[src/source/asi_w_pkg.sv]
// AXI4 write slave port shared definitions
// Bus widths, burst and response codes, channel structs and the burst phase type

package asi_w_pkg;

    // --------------------------------------------------
    // Bus widths
    localparam int data_w   = 32;
    localparam int addr_w   = 32;
    localparam int id_w     = 4;
    localparam int len_w    = 8;
    localparam int size_w   = 3;
    // Bytes per beat and the largest legal AWSIZE
    localparam int bytes    = data_w / 8;
    localparam int max_size = $clog2(bytes);

    // --------------------------------------------------
    // AWBURST codes, RESERVED (2'b11) falls through to INCR
    localparam logic [1:0] burst_fixed = 2'b00;
    localparam logic [1:0] burst_incr  = 2'b01;
    // BRESP codes
    localparam logic [1:0] resp_okay   = 2'b00;
    localparam logic [1:0] resp_slverr = 2'b10;

    // --------------------------------------------------
    // AW buffer entry, 49 bits
    typedef struct packed {
        logic [id_w-1:0]   id;
        logic [addr_w-1:0] addr;
        logic [len_w-1:0]  len;
        logic [size_w-1:0] size;
        logic [1:0]        burst;
    } aw_beat_t;

    // W buffer entry, 37 bits
    typedef struct packed {
        logic [data_w-1:0] data;
        logic [bytes-1:0]  strb;
        logic              last;
    } w_beat_t;

    // B buffer entry and response outputs
    typedef struct packed {
        logic [id_w-1:0] id;
        logic [1:0]      resp;
    } b_resp_t;

    // One beat toward user logic
    typedef struct packed {
        logic [id_w-1:0]   id;
        logic [addr_w-1:0] addr;
        logic [data_w-1:0] data;
        logic [bytes-1:0]  strb;
        logic              last;
    } usr_write_t;

    // Burst controller phases
    typedef enum logic [1:0] {
        phase_first = 2'b00,
        phase_burst,
        phase_bresp,
        phase_idle
    } burst_phase_t;

endpackage
[src/source/asi_w_top.sv]
// AXI4 write slave port, single clock
// AW, W and B buffers around the burst controller and the beat address generator

module asi_w_top #(
    parameter int aw_depth = 4,
    parameter int w_depth  = 16,
    parameter int b_depth  = 4
) (
    input  logic                   clk,
    input  logic                   rst_n,
    // AXI write address
    input  logic                   awvalid,
    output logic                   awready,
    input  asi_w_pkg::aw_beat_t    aw,
    // AXI write data
    input  logic                   wvalid,
    output logic                   wready,
    input  asi_w_pkg::w_beat_t     w,
    // AXI write response
    output logic                   bvalid,
    input  logic                   bready,
    output asi_w_pkg::b_resp_t     b,
    // User logic and arbiter
    output logic                   usr_wrequest,
    input  logic                   usr_wgrant,
    output logic                   usr_we,
    output asi_w_pkg::usr_write_t  usr_write
);

    localparam int aw_width = $bits(asi_w_pkg::aw_beat_t);
    localparam int w_width  = $bits(asi_w_pkg::w_beat_t);
    localparam int b_width  = $bits(asi_w_pkg::b_resp_t);

    asi_w_pkg::aw_beat_t            aw_head;
    asi_w_pkg::w_beat_t             w_head;
    asi_w_pkg::b_resp_t             b_entry;
    logic                           aw_full;
    logic                           aw_empty;
    logic                           aw_pop;
    logic                           w_full;
    logic                           w_empty;
    logic                           w_pop;
    logic                           b_full;
    logic                           b_empty;
    logic                           b_push;
    logic                           addr_load;
    logic                           addr_advance;
    logic [asi_w_pkg::addr_w-1:0]   beat_addr;
    logic                           last_beat;

    // --------------------------------------------------
    // AXI handshakes, ready follows buffer room
    assign awready = !aw_full;
    assign wready  = !w_full;
    assign bvalid  = !b_empty;

    sync_fifo #(.depth(aw_depth), .width(aw_width)) aw_buffer (
        .clk(clk), .rst_n(rst_n),
        .we(awvalid && awready), .re(aw_pop), .d(aw),
        .q(aw_head), .full(aw_full), .empty(aw_empty)
    );

    sync_fifo #(.depth(w_depth), .width(w_width)) w_buffer (
        .clk(clk), .rst_n(rst_n),
        .we(wvalid && wready), .re(w_pop), .d(w),
        .q(w_head), .full(w_full), .empty(w_empty)
    );

    // Response head drives the B channel directly
    sync_fifo #(.depth(b_depth), .width(b_width)) b_buffer (
        .clk(clk), .rst_n(rst_n),
        .we(b_push), .re(bvalid && bready), .d(b_entry),
        .q(b), .full(b_full), .empty(b_empty)
    );

    // --------------------------------------------------
    // Burst control
    wburst_ctrl ctrl0 (
        .clk(clk), .rst_n(rst_n),
        .aw_head(aw_head), .aw_empty(aw_empty),
        .w_head(w_head), .w_empty(w_empty), .b_full(b_full),
        .aw_pop(aw_pop), .w_pop(w_pop), .b_push(b_push), .b_entry(b_entry),
        .addr_load(addr_load), .addr_advance(addr_advance),
        .beat_addr(beat_addr), .last_beat(last_beat),
        .usr_wrequest(usr_wrequest), .usr_wgrant(usr_wgrant),
        .usr_we(usr_we), .usr_write(usr_write)
    );

    // Address generator sees the AW head while loading
    burst_addr_gen addr0 (
        .clk(clk), .rst_n(rst_n),
        .load(addr_load), .advance(addr_advance), .aw(aw_head),
        .beat_addr(beat_addr), .last_beat(last_beat)
    );

endmodule

[src/source/wburst_ctrl.sv]
// Write burst controller
// Pops AW and W under grant, issues user beats and pushes one response per burst

module wburst_ctrl (
    input  logic                          clk,
    input  logic                          rst_n,
    input  asi_w_pkg::aw_beat_t           aw_head,
    input  logic                          aw_empty,
    input  asi_w_pkg::w_beat_t            w_head,
    input  logic                          w_empty,
    input  logic                          b_full,
    output logic                          aw_pop,
    output logic                          w_pop,
    output logic                          b_push,
    output asi_w_pkg::b_resp_t            b_entry,
    output logic                          addr_load,
    output logic                          addr_advance,
    input  logic [asi_w_pkg::addr_w-1:0]  beat_addr,
    input  logic                          last_beat,
    output logic                          usr_wrequest,
    input  logic                          usr_wgrant,
    output logic                          usr_we,
    output asi_w_pkg::usr_write_t         usr_write
);

    asi_w_pkg::burst_phase_t phase;
    asi_w_pkg::burst_phase_t phase_nxt;
    asi_w_pkg::aw_beat_t     aw_q;
    asi_w_pkg::aw_beat_t     cur_aw;
    logic                    beat;
    logic                    end_beat;
    logic [1:0]              resp;

    // --------------------------------------------------
    // Request and beat strobes
    // First beat needs both an address and data
    assign usr_wrequest = (phase == asi_w_pkg::phase_first && !aw_empty && !w_empty) ||
                          (phase == asi_w_pkg::phase_burst && !w_empty);
    assign beat         = usr_wrequest && usr_wgrant;
    assign end_beat     = beat && last_beat;

    assign aw_pop       = beat && (phase == asi_w_pkg::phase_first);
    assign w_pop        = beat;
    assign addr_load    = aw_pop;
    assign addr_advance = beat && (phase == asi_w_pkg::phase_burst);
    assign usr_we       = beat;

    // Head of AW buffer in the first beat, latched copy later
    assign cur_aw = (phase == asi_w_pkg::phase_first) ? aw_head : aw_q;

    // Oversized transfers are still carried out, but flagged
    assign resp = (cur_aw.size > asi_w_pkg::size_w'(asi_w_pkg::max_size)) ?
                  asi_w_pkg::resp_slverr : asi_w_pkg::resp_okay;

    // Response goes out on the last beat or from the wait phase
    assign b_push  = !b_full && (end_beat || phase == asi_w_pkg::phase_bresp);
    assign b_entry = '{id: cur_aw.id, resp: resp};

    // --------------------------------------------------
    // User beat, strobes zeroed between beats
    assign usr_write.id   = cur_aw.id;
    assign usr_write.addr = beat_addr;
    assign usr_write.data = w_head.data;
    assign usr_write.strb = usr_we ? w_head.strb : '0;
    assign usr_write.last = usr_we ? last_beat : 1'b0;

    // --------------------------------------------------
    // Phase FSM
    always_comb begin
        phase_nxt = phase;
        case (phase)
            asi_w_pkg::phase_idle: phase_nxt = asi_w_pkg::phase_first;
            asi_w_pkg::phase_first: begin
                // Single-beat burst finishes in the same cycle
                if (aw_pop) begin
                    if (!last_beat) begin
                        phase_nxt = asi_w_pkg::phase_burst;
                    end else if (b_full) begin
                        phase_nxt = asi_w_pkg::phase_bresp;
                    end
                end
            end
            asi_w_pkg::phase_burst: begin
                if (end_beat) begin
                    phase_nxt = b_full ? asi_w_pkg::phase_bresp : asi_w_pkg::phase_first;
                end
            end
            asi_w_pkg::phase_bresp: begin
                if (!b_full) begin
                    phase_nxt = asi_w_pkg::phase_first;
                end
            end
            default: phase_nxt = asi_w_pkg::phase_idle;
        endcase
    end

    always_ff @(posedge clk or negedge rst_n) begin
        if (!rst_n) begin
            phase <= asi_w_pkg::phase_idle;
        end else begin
            phase <= phase_nxt;
        end
    end

    // Burst copy for id and size after beat 0
    always_ff @(posedge clk) begin
        if (aw_pop) begin
            aw_q <= aw_head;
        end
    end

    // WLAST from the master lines up with the beat count of the burst
    a_wlast_match: assert property (@(posedge clk) disable iff (!rst_n)
        usr_we |-> w_head.last == last_beat);

endmodule

[src/source/burst_addr_gen.sv]
// Burst beat address generator
// FIXED and INCR addressing, size alignment after beat 0, hold at the 4 KB page edge

module burst_addr_gen (
    input  logic                          clk,
    input  logic                          rst_n,
    input  logic                          load,
    input  logic                          advance,
    input  asi_w_pkg::aw_beat_t           aw,
    output logic [asi_w_pkg::addr_w-1:0]  beat_addr,
    output logic                          last_beat
);

    localparam int addr_w = asi_w_pkg::addr_w;

    asi_w_pkg::aw_beat_t                 aw_q;
    asi_w_pkg::aw_beat_t                 cur;
    logic [asi_w_pkg::len_w-1:0]         beat_cnt;
    logic [addr_w-1:0]                   addr_q;
    logic [asi_w_pkg::size_w-1:0]        size_cap;
    logic [addr_w-1:0]                   incr;
    logic [addr_w-1:0]                   aligned;
    logic [addr_w-1:0]                   base;
    logic [addr_w-1:0]                   next;
    logic [addr_w-1:0]                   next_held;

    // --------------------------------------------------
    // Next beat address
    // Burst under work is the input during load and the latched copy after
    assign cur      = load ? aw : aw_q;
    // Alignment never goes past the bus width
    assign size_cap = (cur.size > asi_w_pkg::size_w'(asi_w_pkg::max_size)) ?
                      asi_w_pkg::size_w'(asi_w_pkg::max_size) : cur.size;
    assign incr     = (cur.burst == asi_w_pkg::burst_fixed) ? '0 : addr_w'(1) << cur.size;
    assign aligned  = cur.addr & ({addr_w{1'b1}} << size_cap);
    assign base     = load ? aligned : addr_q;
    assign next     = base + incr;
    // Stay on the last address of the page instead of crossing it
    assign next_held = (next[12] != cur.addr[12]) ? base : next;

    // Beat 0 goes out at the unaligned start address
    assign beat_addr = load ? aw.addr : addr_q;
    assign last_beat = load ? (aw.len == '0) : (beat_cnt == aw_q.len);

    // --------------------------------------------------
    // Counter and address register
    always_ff @(posedge clk or negedge rst_n) begin
        if (!rst_n) begin
            beat_cnt <= '0;
            addr_q   <= '0;
        end else if (load) begin
            beat_cnt <= asi_w_pkg::len_w'(1);
            addr_q   <= next_held;
        end else if (advance) begin
            beat_cnt <= beat_cnt + 1'b1;
            addr_q   <= next_held;
        end
    end

    // Burst copy for beats after the first
    always_ff @(posedge clk) begin
        if (load) begin
            aw_q <= aw;
        end
    end

    // Every later beat stays within the page of the start address
    a_page_hold: assert property (@(posedge clk) disable iff (!rst_n)
        advance |-> beat_addr[addr_w-1:12] == aw_q.addr[addr_w-1:12]);

endmodule

[src/source/sync_fifo.sv]
// Synchronous first-word-fall-through FIFO
// Head entry shows on q while not empty, full and empty are registered

module sync_fifo #(
    parameter int depth = 4,
    parameter int width = 8
) (
    input  logic             clk,
    input  logic             rst_n,
    input  logic             we,
    input  logic             re,
    input  logic [width-1:0] d,
    output logic [width-1:0] q,
    output logic             full,
    output logic             empty
);

    localparam int ptr_w = (depth > 1) ? $clog2(depth) : 1;
    localparam int cnt_w = $clog2(depth + 1);

    logic [width-1:0] mem [depth];
    logic [ptr_w-1:0] wr_ptr;
    logic [ptr_w-1:0] rd_ptr;
    logic [cnt_w-1:0] count;
    logic [cnt_w-1:0] count_nxt;

    // Occupancy after this edge
    always_comb begin
        count_nxt = count;
        if (we && !re) begin
            count_nxt = count + 1'b1;
        end else if (re && !we) begin
            count_nxt = count - 1'b1;
        end
    end

    // --------------------------------------------------
    // Pointers, count and flags
    always_ff @(posedge clk or negedge rst_n) begin
        if (!rst_n) begin
            wr_ptr <= '0;
            rd_ptr <= '0;
            count  <= '0;
            full   <= 1'b0;
            empty  <= 1'b1;
        end else begin
            // Wrap explicitly, depth need not be a power of two
            if (we) begin
                wr_ptr <= (wr_ptr == ptr_w'(depth - 1)) ? '0 : wr_ptr + 1'b1;
            end
            if (re) begin
                rd_ptr <= (rd_ptr == ptr_w'(depth - 1)) ? '0 : rd_ptr + 1'b1;
            end
            count <= count_nxt;
            full  <= (count_nxt == cnt_w'(depth));
            empty <= (count_nxt == '0);
        end
    end

    // Storage
    always_ff @(posedge clk) begin
        if (we) begin
            mem[wr_ptr] <= d;
        end
    end

    // Fall-through read of the head entry
    assign q = mem[rd_ptr];

    // Callers gate their strobes with the flags
    a_no_push_full: assert property (@(posedge clk) disable iff (!rst_n) we |-> !full);
    a_no_pop_empty: assert property (@(posedge clk) disable iff (!rst_n) re |-> !empty);

endmodule

[config.mk]
export PLATFORM = sky130hd
export DESIGN_NAME = asi_w_top
export DESIGN_NICKNAME = d
export VERILOG_FILES = /design/src/source/asi_w_pkg.sv /design/src/source/asi_w_top.sv /design/src/source/wburst_ctrl.sv /design/src/source/burst_addr_gen.sv /design/src/source/sync_fifo.sv
export SDC_FILE = /design/constraint.sdc
export NUM_CORES = 1
export LEC_CHECK = 0
export BUFFER_PORTS_ARGS = -buffer_cell sky130_fd_sc_hd__buf_4
export CORE_AREA = 2 2 287 289
export CTS_BUF_LIST = sky130_fd_sc_hd__clkbuf_16
export DETAILED_ROUTE_END_ITERATION = 10
export DIE_AREA = 0 0 289 291
export GPL_TIMING_DRIVEN = 0
export MAX_ROUTING_LAYER = met4
export PLACE_DENSITY_LB_ADDON = 0.3
export SYNTH_ARGS = -nofsm -noshare
export SYNTH_HDL_FRONTEND = slang
export SYNTH_SLANG_ARGS = --single-unit
[constraint.sdc]
create_clock -name clk -period 4.3 [get_ports clk]
set_clock_uncertainty 0.1 [all_clocks]
set_input_delay 0.43 -clock clk [delete_from_list [all_inputs] [get_ports clk]]
set_output_delay 0.43 -clock clk [all_outputs]
set_load 0.03 [all_outputs]
Word-level counts from Yosys, hierarchy flattened
Memory sizes are Yosys's and may differ from the RTL's.
Index checks and enable logic that the tools add are counted.
Cells by class
  magnitude comparators: 2
  multiplexer cells: 40
  shift operators: 2
  reductions and logical operators: 39
  bitwise operators: 1
  equal/unequal tests: 18
  add/subtract/negate cells: 14
Operators by type and width (count)
  2-to-1 mux 32 bit: 6
  2-to-1 mux 49 bit: 1
  2-to-1 mux 45 bit: 1
  adder 32 bit: 1
  bitwise AND 32 bit: 1
  << shifter 1 x 3 -> 32 bit (first input constant): 1
  << shifter 32 x 3 -> 32 bit (first input constant): 1
  2-to-1 mux 2 bit: 11
  logical AND 1 bit: 17
  2-to-1 mux 8 bit: 2
  2-to-1 mux 3 bit: 5
  == test 2 bit (second input constant): 6
  logical NOT 1 bit: 12
  2-to-1 mux 4 bit: 3
  2-to-1 mux 5 bit: 2
  adder 2 x 1 -> 2 bit (second input constant): 4
  adder 4 x 1 -> 4 bit (second input constant): 2
  adder 8 x 1 -> 8 bit (second input constant): 1
  == test 4 bit (second input constant): 2
  == test 8 bit: 1
  logical NOT 8 bit: 1
  2-to-1 mux 1 bit: 8
  one-hot mux 2 bit (4 select lines): 1
  adder 3 x 1 -> 3 bit (second input constant): 2
  other kinds (17): 24
Word-level totals
  memories kept: 3
  flip-flop bits (word level): 161
  bits of input ports: 92
  output and inout bits: 84
  memory bits (writable): 812
  logic and storage cells: 145
Memory list
  w_buffer.mem: words 16, width 37, rd ports 1, clocked after memory_dff 0, wr ports 1, line sync_fifo.sv:21  | logic [width-1:0] mem [depth];
  aw_buffer.mem: words 4, width 49, rd ports 1, clocked after memory_dff 0, wr ports 1, line sync_fifo.sv:21
  b_buffer.mem: words 4, width 6, rd ports 1, clocked after memory_dff 0, wr ports 1, line sync_fifo.sv:21

Depth between registers and ports, before layout
Gate-level depths: netlist (run 1).
  word-level depth: 17
  gate-level depth with buffers: 17
  depth with buffers taken out: 15

Cells and area by module
A second synthesis (run 1) with hierarchy kept.
Unflattened totals
  cell total of the unflattened synthesis: 1950
  area, all modules: 37019.3 µm²
Modules (own cells, without submodules)
  sync_fifo at w_buffer: times used 1, cells each 1002, seq. area each 18153.7 µm², area each 22968.3 µm²
  sync_fifo at aw_buffer: times used 1, cells each 308, seq. area each 6112.1 µm², area each 7644.8 µm²
  burst_addr_gen: times used 1, cells each 439, seq. area each 1361.3 µm², area each 3913.8 µm²
  sync_fifo at b_buffer: times used 1, cells each 83, seq. area each 947.2 µm², area each 1428.9 µm²
  wburst_ctrl: times used 1, cells each 112, seq. area each 262.8 µm², area each 1033.5 µm²
  asi_w_top: times used 1, cells each 6, seq. area each 0.0 µm², area each 30.0 µm²

Worst setup path before layout (run 1)
OpenSTA, ideal clock, no wires.
  path type: flip-flop to flip-flop
  start point: register aw_buffer.rd_ptr[1]
  end point: register addr0.addr_q[4]
  clock period less this slack: 4571 ps
  path buffers: 3
  stages on the path, launching flop included: 17
  slack: -271 ps
  setup time: 82 ps
  data arrival time: 4389 ps
  required time: 4118 ps
  cells stage by stage: dfrtp_1 buf_4 buf_4 buf_2 mux4_2 mux2_2 or2_2 nor2_1 ha_1 inv_1 fa_1 nand2b_1 a211oi_1 o32a_1 a21oi_2 or4_1 a31oi_1
RTL lines
  from (decl): line sync_fifo.sv:23  | logic [ptr_w-1:0] rd_ptr;
  from (signal assigned): line sync_fifo.sv:52  | rd_ptr <= (rd_ptr == ptr_w'(depth - 1)) ? '0 : rd_ptr + 1'b1;
  to (signal assigned): line burst_addr_gen.sv:53  | addr_q <= next_held;
  to (signal assigned): line burst_addr_gen.sv:56  | addr_q <= next_held;
  to (decl): line burst_addr_gen.sv:19  | logic [addr_w-1:0] addr_q;

==> results.cfg, run 1 <==
[outcome]
status = finished, violations left
violations = setup timing

[clock_network]
clockBufferDepth = 3
htreeDepth = 3
cts.sinks = 888
cts_root_buf = clkbuf_16
cts_tree = built
numCtsBuffers = 93
clock_latency_ns = 0.67
clk_pin_slew_ns = 0.06

[logic_synthesis]
synth-seq-cells = 888
synth.avg_cell_area_um2 = 19.50
synth_top_family_by_area = multiplexers
synthTopCellsByCount = edfxtp_1 (807), mux4_2 (234), nand2_1 (94)
synth.area.top_cells = edfxtp_1 (67%), mux4_2 (15%), dfrtp_1 (4.8%)
muxShareOfSynthArea_pct = 14.85
synth_compound_area_share_pct = 4.190
syn_nets = 1979
ys_seq_area_share_pct = 72.50
syn_area_mm2 = 0.03619
synth-xor-area-share_pct = 0.6776
synthArstFlopShare_pct = 8.446
synthCells = 1856
synth_top_area_share_pct = 66.96
synth_edf_count = 807
synth-main-ff-cell = edfxtp_1
yosys.area.top_type = edfxtp_1
synth.distinct_cells = 93
yosysWarnings = 0
synthAdderAreaFrac_pct = 1.148
synth.most_common_cell = edfxtp_1
synth-simple-area-share_pct = 4.864

[sta]
setup_viol = 2
final-max-slew-violation-count = 0
slew_headroom_pct = 14.38
fmax_ghz = 0.2314
hold_viol_final = 0
period_share_pct = 100.5
fin_ws_ns = -0.02177
worst_pin_slew_ns = 1.282
grt_setup_unrepaired = yes
post-route-min-period_ns = 4.322

[pwr]
p_per_area_mw_per_mm2 = 662.9
p_leak_nw = 15.03
peakVddDrop_uv = 452.3

[grt]
grt_max_degree = 76
antenna_found_initial = 3
grt_pass1_wl_um = 129800
grt_pass1_vias = 20280
track_usage_pct = 21.64
grt_overflow_total = 0

[floorplan]
chipHeight_um = 291
io_pins = 176
die_x_um = 289
start_util_pct = 44.57
core_area_mm2 = 0.08119
die_area_mm2 = 0.08410
row_count = 105

[drt]
drc = 0
routed_wl_um = 88160
vias = 19590
ant_nets = 0
drtPass1Iterations = 6
wl_per_cell_um = 25.73
drt-initial-drc-count = 1709
drt-vias-per-instance = 5.717

[min_path]
min_from = awvalid
whs_path_depth = 4
hold_class = input port to register
holdPathEnd = aw_buffer.wr_ptr[0]

[placement]
dp.final_hpwl_um = 56130
io_buffer_count = 173
gp_congestion = 0.8949
dpl-instance-area_mm2 = 0.03932

[final_layout]
synthToLayoutAreaGrowth_pct = 21.98
nets = 2398
final_cell_area_mm2 = 0.04414
drive_above_1_share_pct = 33.11
final_core_util_pct = 54.37

[worst_setup_path]
cp-start-kind = register
arrival_ns = 4.74
required_ns = 4.72
reg2reg_slack_ns = -0.02
path_max_fanout = 6
r2r_start = aw_buffer.rd_ptr[0]
r2r-end = addr0.addr_q[19]
cp-end-kind = register
reg2reg_depth = 16
path_class = register to register

[flow_run]
cap_viol_max_count = 0
==> repair_timing <==
item / 4_1_cts / 5_1_grt
setup buffers: 29 / 21
cloned: 0 / 2
hold buffers: 86 / 0
pin swaps: 20 / 36
setup endpoints to repair: 67 / 48
gates resized for setup: 68 / 62
endpoints found under the hold margin: 842 / 0
==> state kept, by name, indices dropped and copies added, names as in the netlist, 2 cells and up <==
signal	flops
addr0.addr_q	32
addr0.aw_q	6
ctrl0.phase	2
aw_buffer.count	3
w_buffer.mem	576
b_buffer.mem	20
b_buffer.wr_ptr	2
aw_buffer.rd_ptr	2
b_buffer.count	3
w_buffer.wr_ptr	4
w_buffer.count	5
aw_buffer.mem	196
addr0.beat_cnt	8
ctrl0.aw_q	15
b_buffer.rd_ptr	2
aw_buffer.wr_ptr	2
w_buffer.rd_ptr	4
==> routing by layer <==
layer | share of wire (%) | track usage [%] | up-vias | wire length [µm]
met4 | 3.0 | 6.299 | 0 | 2632
met3 | 5.9 | 3.746 | 165 | 5203
met5 | 0 | - | - | 0
met2 | 51 | 35.90 | 697 | 45030
li1 | - | - | 8489 | -
met1 | 40 | 27.41 | 10240 | 35290
==> how the worst max path moves through the flow <==
stage | slack, ns | from | depth (start not counted) | endpoint
2_1_floorplan | 0.02 | aw_buffer.rd_ptr[0] | 16 | addr0.addr_q[4]
3_5_place_dp | -1.41 | usr_wgrant | 16 | addr0.addr_q[29]
6_report | -0.02 | aw_buffer.rd_ptr[0] | 16 | addr0.addr_q[19]
4_1_cts | -0.04 | aw_buffer.rd_ptr[0] | 14 | addr0.addr_q[30]
5_1_grt | -0.12 | aw_buffer.rd_ptr[0] | 15 | addr0.addr_q[24]
3_3_place_gp | -1.39 | usr_wgrant | 16 | addr0.addr_q[29]
==> stage by stage <==
step	worst slack (ns)	hold WS, ns	TNS (ns)	power, mW	std cells
6_report	-0.02177	0.1130	-0.03712	29.26	3426
5_1_grt	-0.1241	0.1057	-1.143	30.46	3426
4_1_cts	-0.03934	0.08116	-0.03955	29.28	3403
3_5_place_dp	-1.409	0.3553	-35.59	21.00	3119
3_3_place_gp	-1.386	0.3495	-33.98	20.71	3099
2_1_floorplan	0.01782	0.03441	0	17.59	1856
==> power by group <==
part	leakage [nW]	switching [mW]	internal [mW]	total, mW
clock network	1.52	3.46	4.57	8.04
registers	8.27	0.462	10.7	11.2
logic	5.24	5.77	4.30	10.1
total	15.0	9.70	19.6	29.3
==> placed cells by master, fill, tap and decap left out, drive strengths merged, types with 9 or more instances in the layout <==
master,synthesis,final
edfxtp,807,807
buf,47,282
mux4,234,234
clkbuf,50,141
nand2,94,94
dlygate4sd3,0,86
dfrtp,70,70
o21ai,49,49
inv,34,48
nand3,47,47
clkinv,0,43
nor2,39,39
and2,36,36
ha,30,30
a21oi,28,28
a21o,26,26
and3,23,23
nor3,16,17
nor4,16,16
xor2,14,14
xnor2,14,14
nand4,14,14
clkinvlp,0,13
a31oi,12,12
o211ai,9,9
bufinv,0,9
o31ai,9,9
a211oi,9,9
==> worst max-delay path, stage by stage (launching register included) <==
cell and delay, ns:
dfrtp_1 0.37, buf_6 0.16, buf_12 0.12, mux4_2 0.59, buf_6 0.16, o41ai_4 0.36
ha_2 0.25, inv_2 0.05, fa_2 0.38, nand2b_4 0.19, a211oi_4 0.37, buf_4 0.19
nor4_4 0.05, o211ai_1 0.40, buf_4 0.23, or4_1 0.11, nand3_1 0.08
==> area by class of cell <==
| cell class | instances | area, µm² |
|---|---|---|
| clock buffer | 94 | 2352 |
| clock inverter | 79 | 760.7 |
| sequential | 888 | 26240 |
| timing repair buffer | 329 | 2984 |
| inverter | 34 | 136.4 |
| fill | 6248 | 37050 |
| antenna | 3 | 7.507 |
| buffer | 91 | 581.8 |
| multi-input combinational | 838 | 9741 |
| tap | 1070 | 1339 |
==> logic make-up after synthesis <==
kind of cell,after synthesis
multiplexers,243
adder cells (fa/ha/maj),33
buffers and inverters,131
AO/OA/AOI/OAI,204
AND/OR/NAND/NOR,328
flip-flops,888
XOR/XNOR,28
other,1
No activity file was read; power rests on OpenSTA's default activity.
==> run 2, diff against run 1 <==
- REMOVE_ABC_BUFFERS: not set -> 1
==> run 2 against run 1 <==
The run still ends with setup timing left. Setup slack improved by 0.019 ns. Cell area fell by 1.7%. Total power fell by 2.4%. First-iteration DRC count fell by 5.5%. Non-clock buffer count fell by 102. Sequential power barely moved. Sequential share of layout area rose by 1.1 points. Combinational power fell by 8%. Critical path depth fell by 2. Utilization fell by 0.92 points.
==> results.cfg, run 2 (synthesis gave the netlist of run 1 again) <==
[pwr]
switching_share_pct = 31.99
p_leak_nw = 14.70
p_int_mw = 19.42
seq_power_share_pct = 40.1
peakVddDrop_uv = 373.8
switchingPower_mw = 9.136
p_per_area_mw_per_mm2 = 658.0
clkPwrFrac_pct = 27.3
finalPower_mw = 28.56
pwr-share-comb_pct = 32.5

[final_layout]
drive_above_1_share_pct = 31.81
regMostFlops = w_buffer.mem
final_common_cell = edfxtp_1
final_core_util_pct = 53.46
largestRegisters = w_buffer.mem (576), aw_buffer.mem (196), addr0.addr_q (32)
final_cell_count_no_fill = 3330
nets = 2299
synthToLayoutAreaGrowth_pct = 19.92
largest_reg_flops = 576
final_cell_mix = edfxtp_1 (807), mux4_2 (234), buf_4 (210)
ff_latch_area_mm2 = 0.02626
multi_input_area_mm2 = 0.009687
n_fill_cell = 6302

[grt]
grt_overflow_total = 0
track_usage_pct = 20.41
grt_pass1_vias = 20350
grt_max_degree = 76
grt_pass1_wl_um = 124300
antenna_found_initial = 7

[placement]
io_buffer_count = 173
gp_congestion = 0.8268
place_inst = 3017
dpl_worst_slack_ns = -2.827
dp.final_hpwl_um = 43160

[sta]
setup_viol = 1
post-route-min-period_ns = 4.302
fin_ws_ns = -0.002454
fmax_ghz = 0.2324
worst_pin_slew_ns = 1.094
grt_setup_unrepaired = yes
final-max-slew-violation-count = 0
hold_viol_final = 0
setup_tns_ns = -0.002454
period_share_pct = 100.1
slew_headroom_pct = 27.09

[drt]
vias = 19130
drt-vias-per-instance = 5.743
drtPass1Iterations = 5
drc = 0
wl_per_cell_um = 24.79
routed_wl_um = 82550
drt-initial-drc-count = 1615
ant_nets = 0

[clock_network]
htreeDepth = 3
cts.sinks = 888
numCtsBuffers = 93
clockBufferDepth = 3
clock_latency_ns = 0.66
clk_pin_slew_ns = 0.06
cts_root_buf = clkbuf_16
cts_tree = built

[worst_setup_path]
worst_path_largest_cell_delay_ns = 0.51
cp-start-kind = register
path_class = register to register
path_cells = buf_16 > mux4_2 > mux2_4 > o41ai_4 > ha_2 > inv_2 > fa_2 > nand2b_4 > a211oi_4 > o32a_1 > buf_4 > a21oi_4 > or4_4 > a31oi_1
required_ns = 4.74
crit_slowest_cell = dfrtp_4
path_max_fanout = 4
crit_family = compound AO/OA/AOI/OAI gates
cp-end-kind = register
path_buf_inv = 3
arrival_ns = 4.75

[floorplan]
core_area_mm2 = 0.08119
start_util_pct = 44.57
chipHeight_um = 291
die_x_um = 289
die_area_mm2 = 0.08410
row_count = 105
io_pins = 176

[outcome]
status = finished, violations left
violations = setup timing

[min_path]
hold_class = input port to register

[flow_run]
cap_viol_max_count = 0
[run 2: final timing paths]
check	from	end	slack [ns]	depth (start not counted)
setup / recovery	aw_buffer.rd_ptr[0]	addr0.addr_q[4]	-0.002	14
hold / removal	awvalid	aw_buffer.wr_ptr[0]	0.14	4
setup reg to reg	aw_buffer.rd_ptr[0]	addr0.addr_q[4]	-0.002	14
hold reg to reg	w_buffer.count[4]	w_buffer.count[4]	0.39	1
max in group asynchronous	rst_n	w_buffer.rd_ptr[3]	2.83	2
min in group asynchronous	rst_n	addr0.beat_cnt[6]	0.43	2
[run 2: cell type report]
cell class | count | share of cell area, %
clock inverter | 80 | 1.560
tap | 1070 | 3.085
antenna | 6 | 0.03460
multi-input combinational | 839 | 22.32
timing repair buffer | 318 | 6.743
timing repair inverter | 2 | 0.04036
inverter | 34 | 0.3431
sequential | 888 | 60.51
clock buffer | 93 | 5.362
[run 2: worst register-to-register path, delay by kind of cell, from the launching register on]
| family | cells | cell delay [ns] |
|---|---|---|
| buffers and inverters | 3 | 0.32 |
| AOI/OAI and AO/OA | 5 | 1.21 |
| muxes | 2 | 0.80 |
| DFF | 1 | 0.51 |
| and+or+nand+nor | 2 | 0.62 |
| adders and majority gates | 2 | 0.65 |
[run 2: power by group through the flow]
stage | clock network, mW | registers [mW] | logic [mW]
6_report | 7.80 | 11.5 | 9.29
5_1_grt | 8.28 | 11.6 | 9.94
4_1_cts | 7.97 | 11.5 | 9.17
3_5_place_dp | 0 | 11.8 | 8.70
3_3_place_gp | 0 | 12.3 | 7.51
2_1_floorplan | 0 | 11.9 | 5.75
[run 2: what timing repair did]
item | CTS | global route
gates cloned | 5 | 0
endpoints found under the hold margin | 842 | 0
hold buffers | 86 | 0
gates resized for setup | 44 | 30
buffers inserted | 29 | 16
pin swaps | 14 | 26
endpoints found under the setup margin | 64 | 32
[run 2: through the flow]
stage,hold WS (ns),instance area (µm²)
3_3_place_gp,0.3507,38320
4_1_cts,0.1183,43130
3_5_place_dp,0.3630,38740
2_1_floorplan,0.03441,35680
5_1_grt,0.1511,43400
6_report,0.1405,43400
[run 2: metal layers]
layer | track usage, % | routed length (µm) | up-vias | share of wire, %
met5 | - | 0 | - | 0
met4 | 6.336 | 2523 | 0 | 3.1
met3 | 3.683 | 4931 | 176 | 6.0
met2 | 33.54 | 41960 | 655 | 51
met1 | 25.88 | 33140 | 10010 | 40
li1 | - | - | 8289 | -
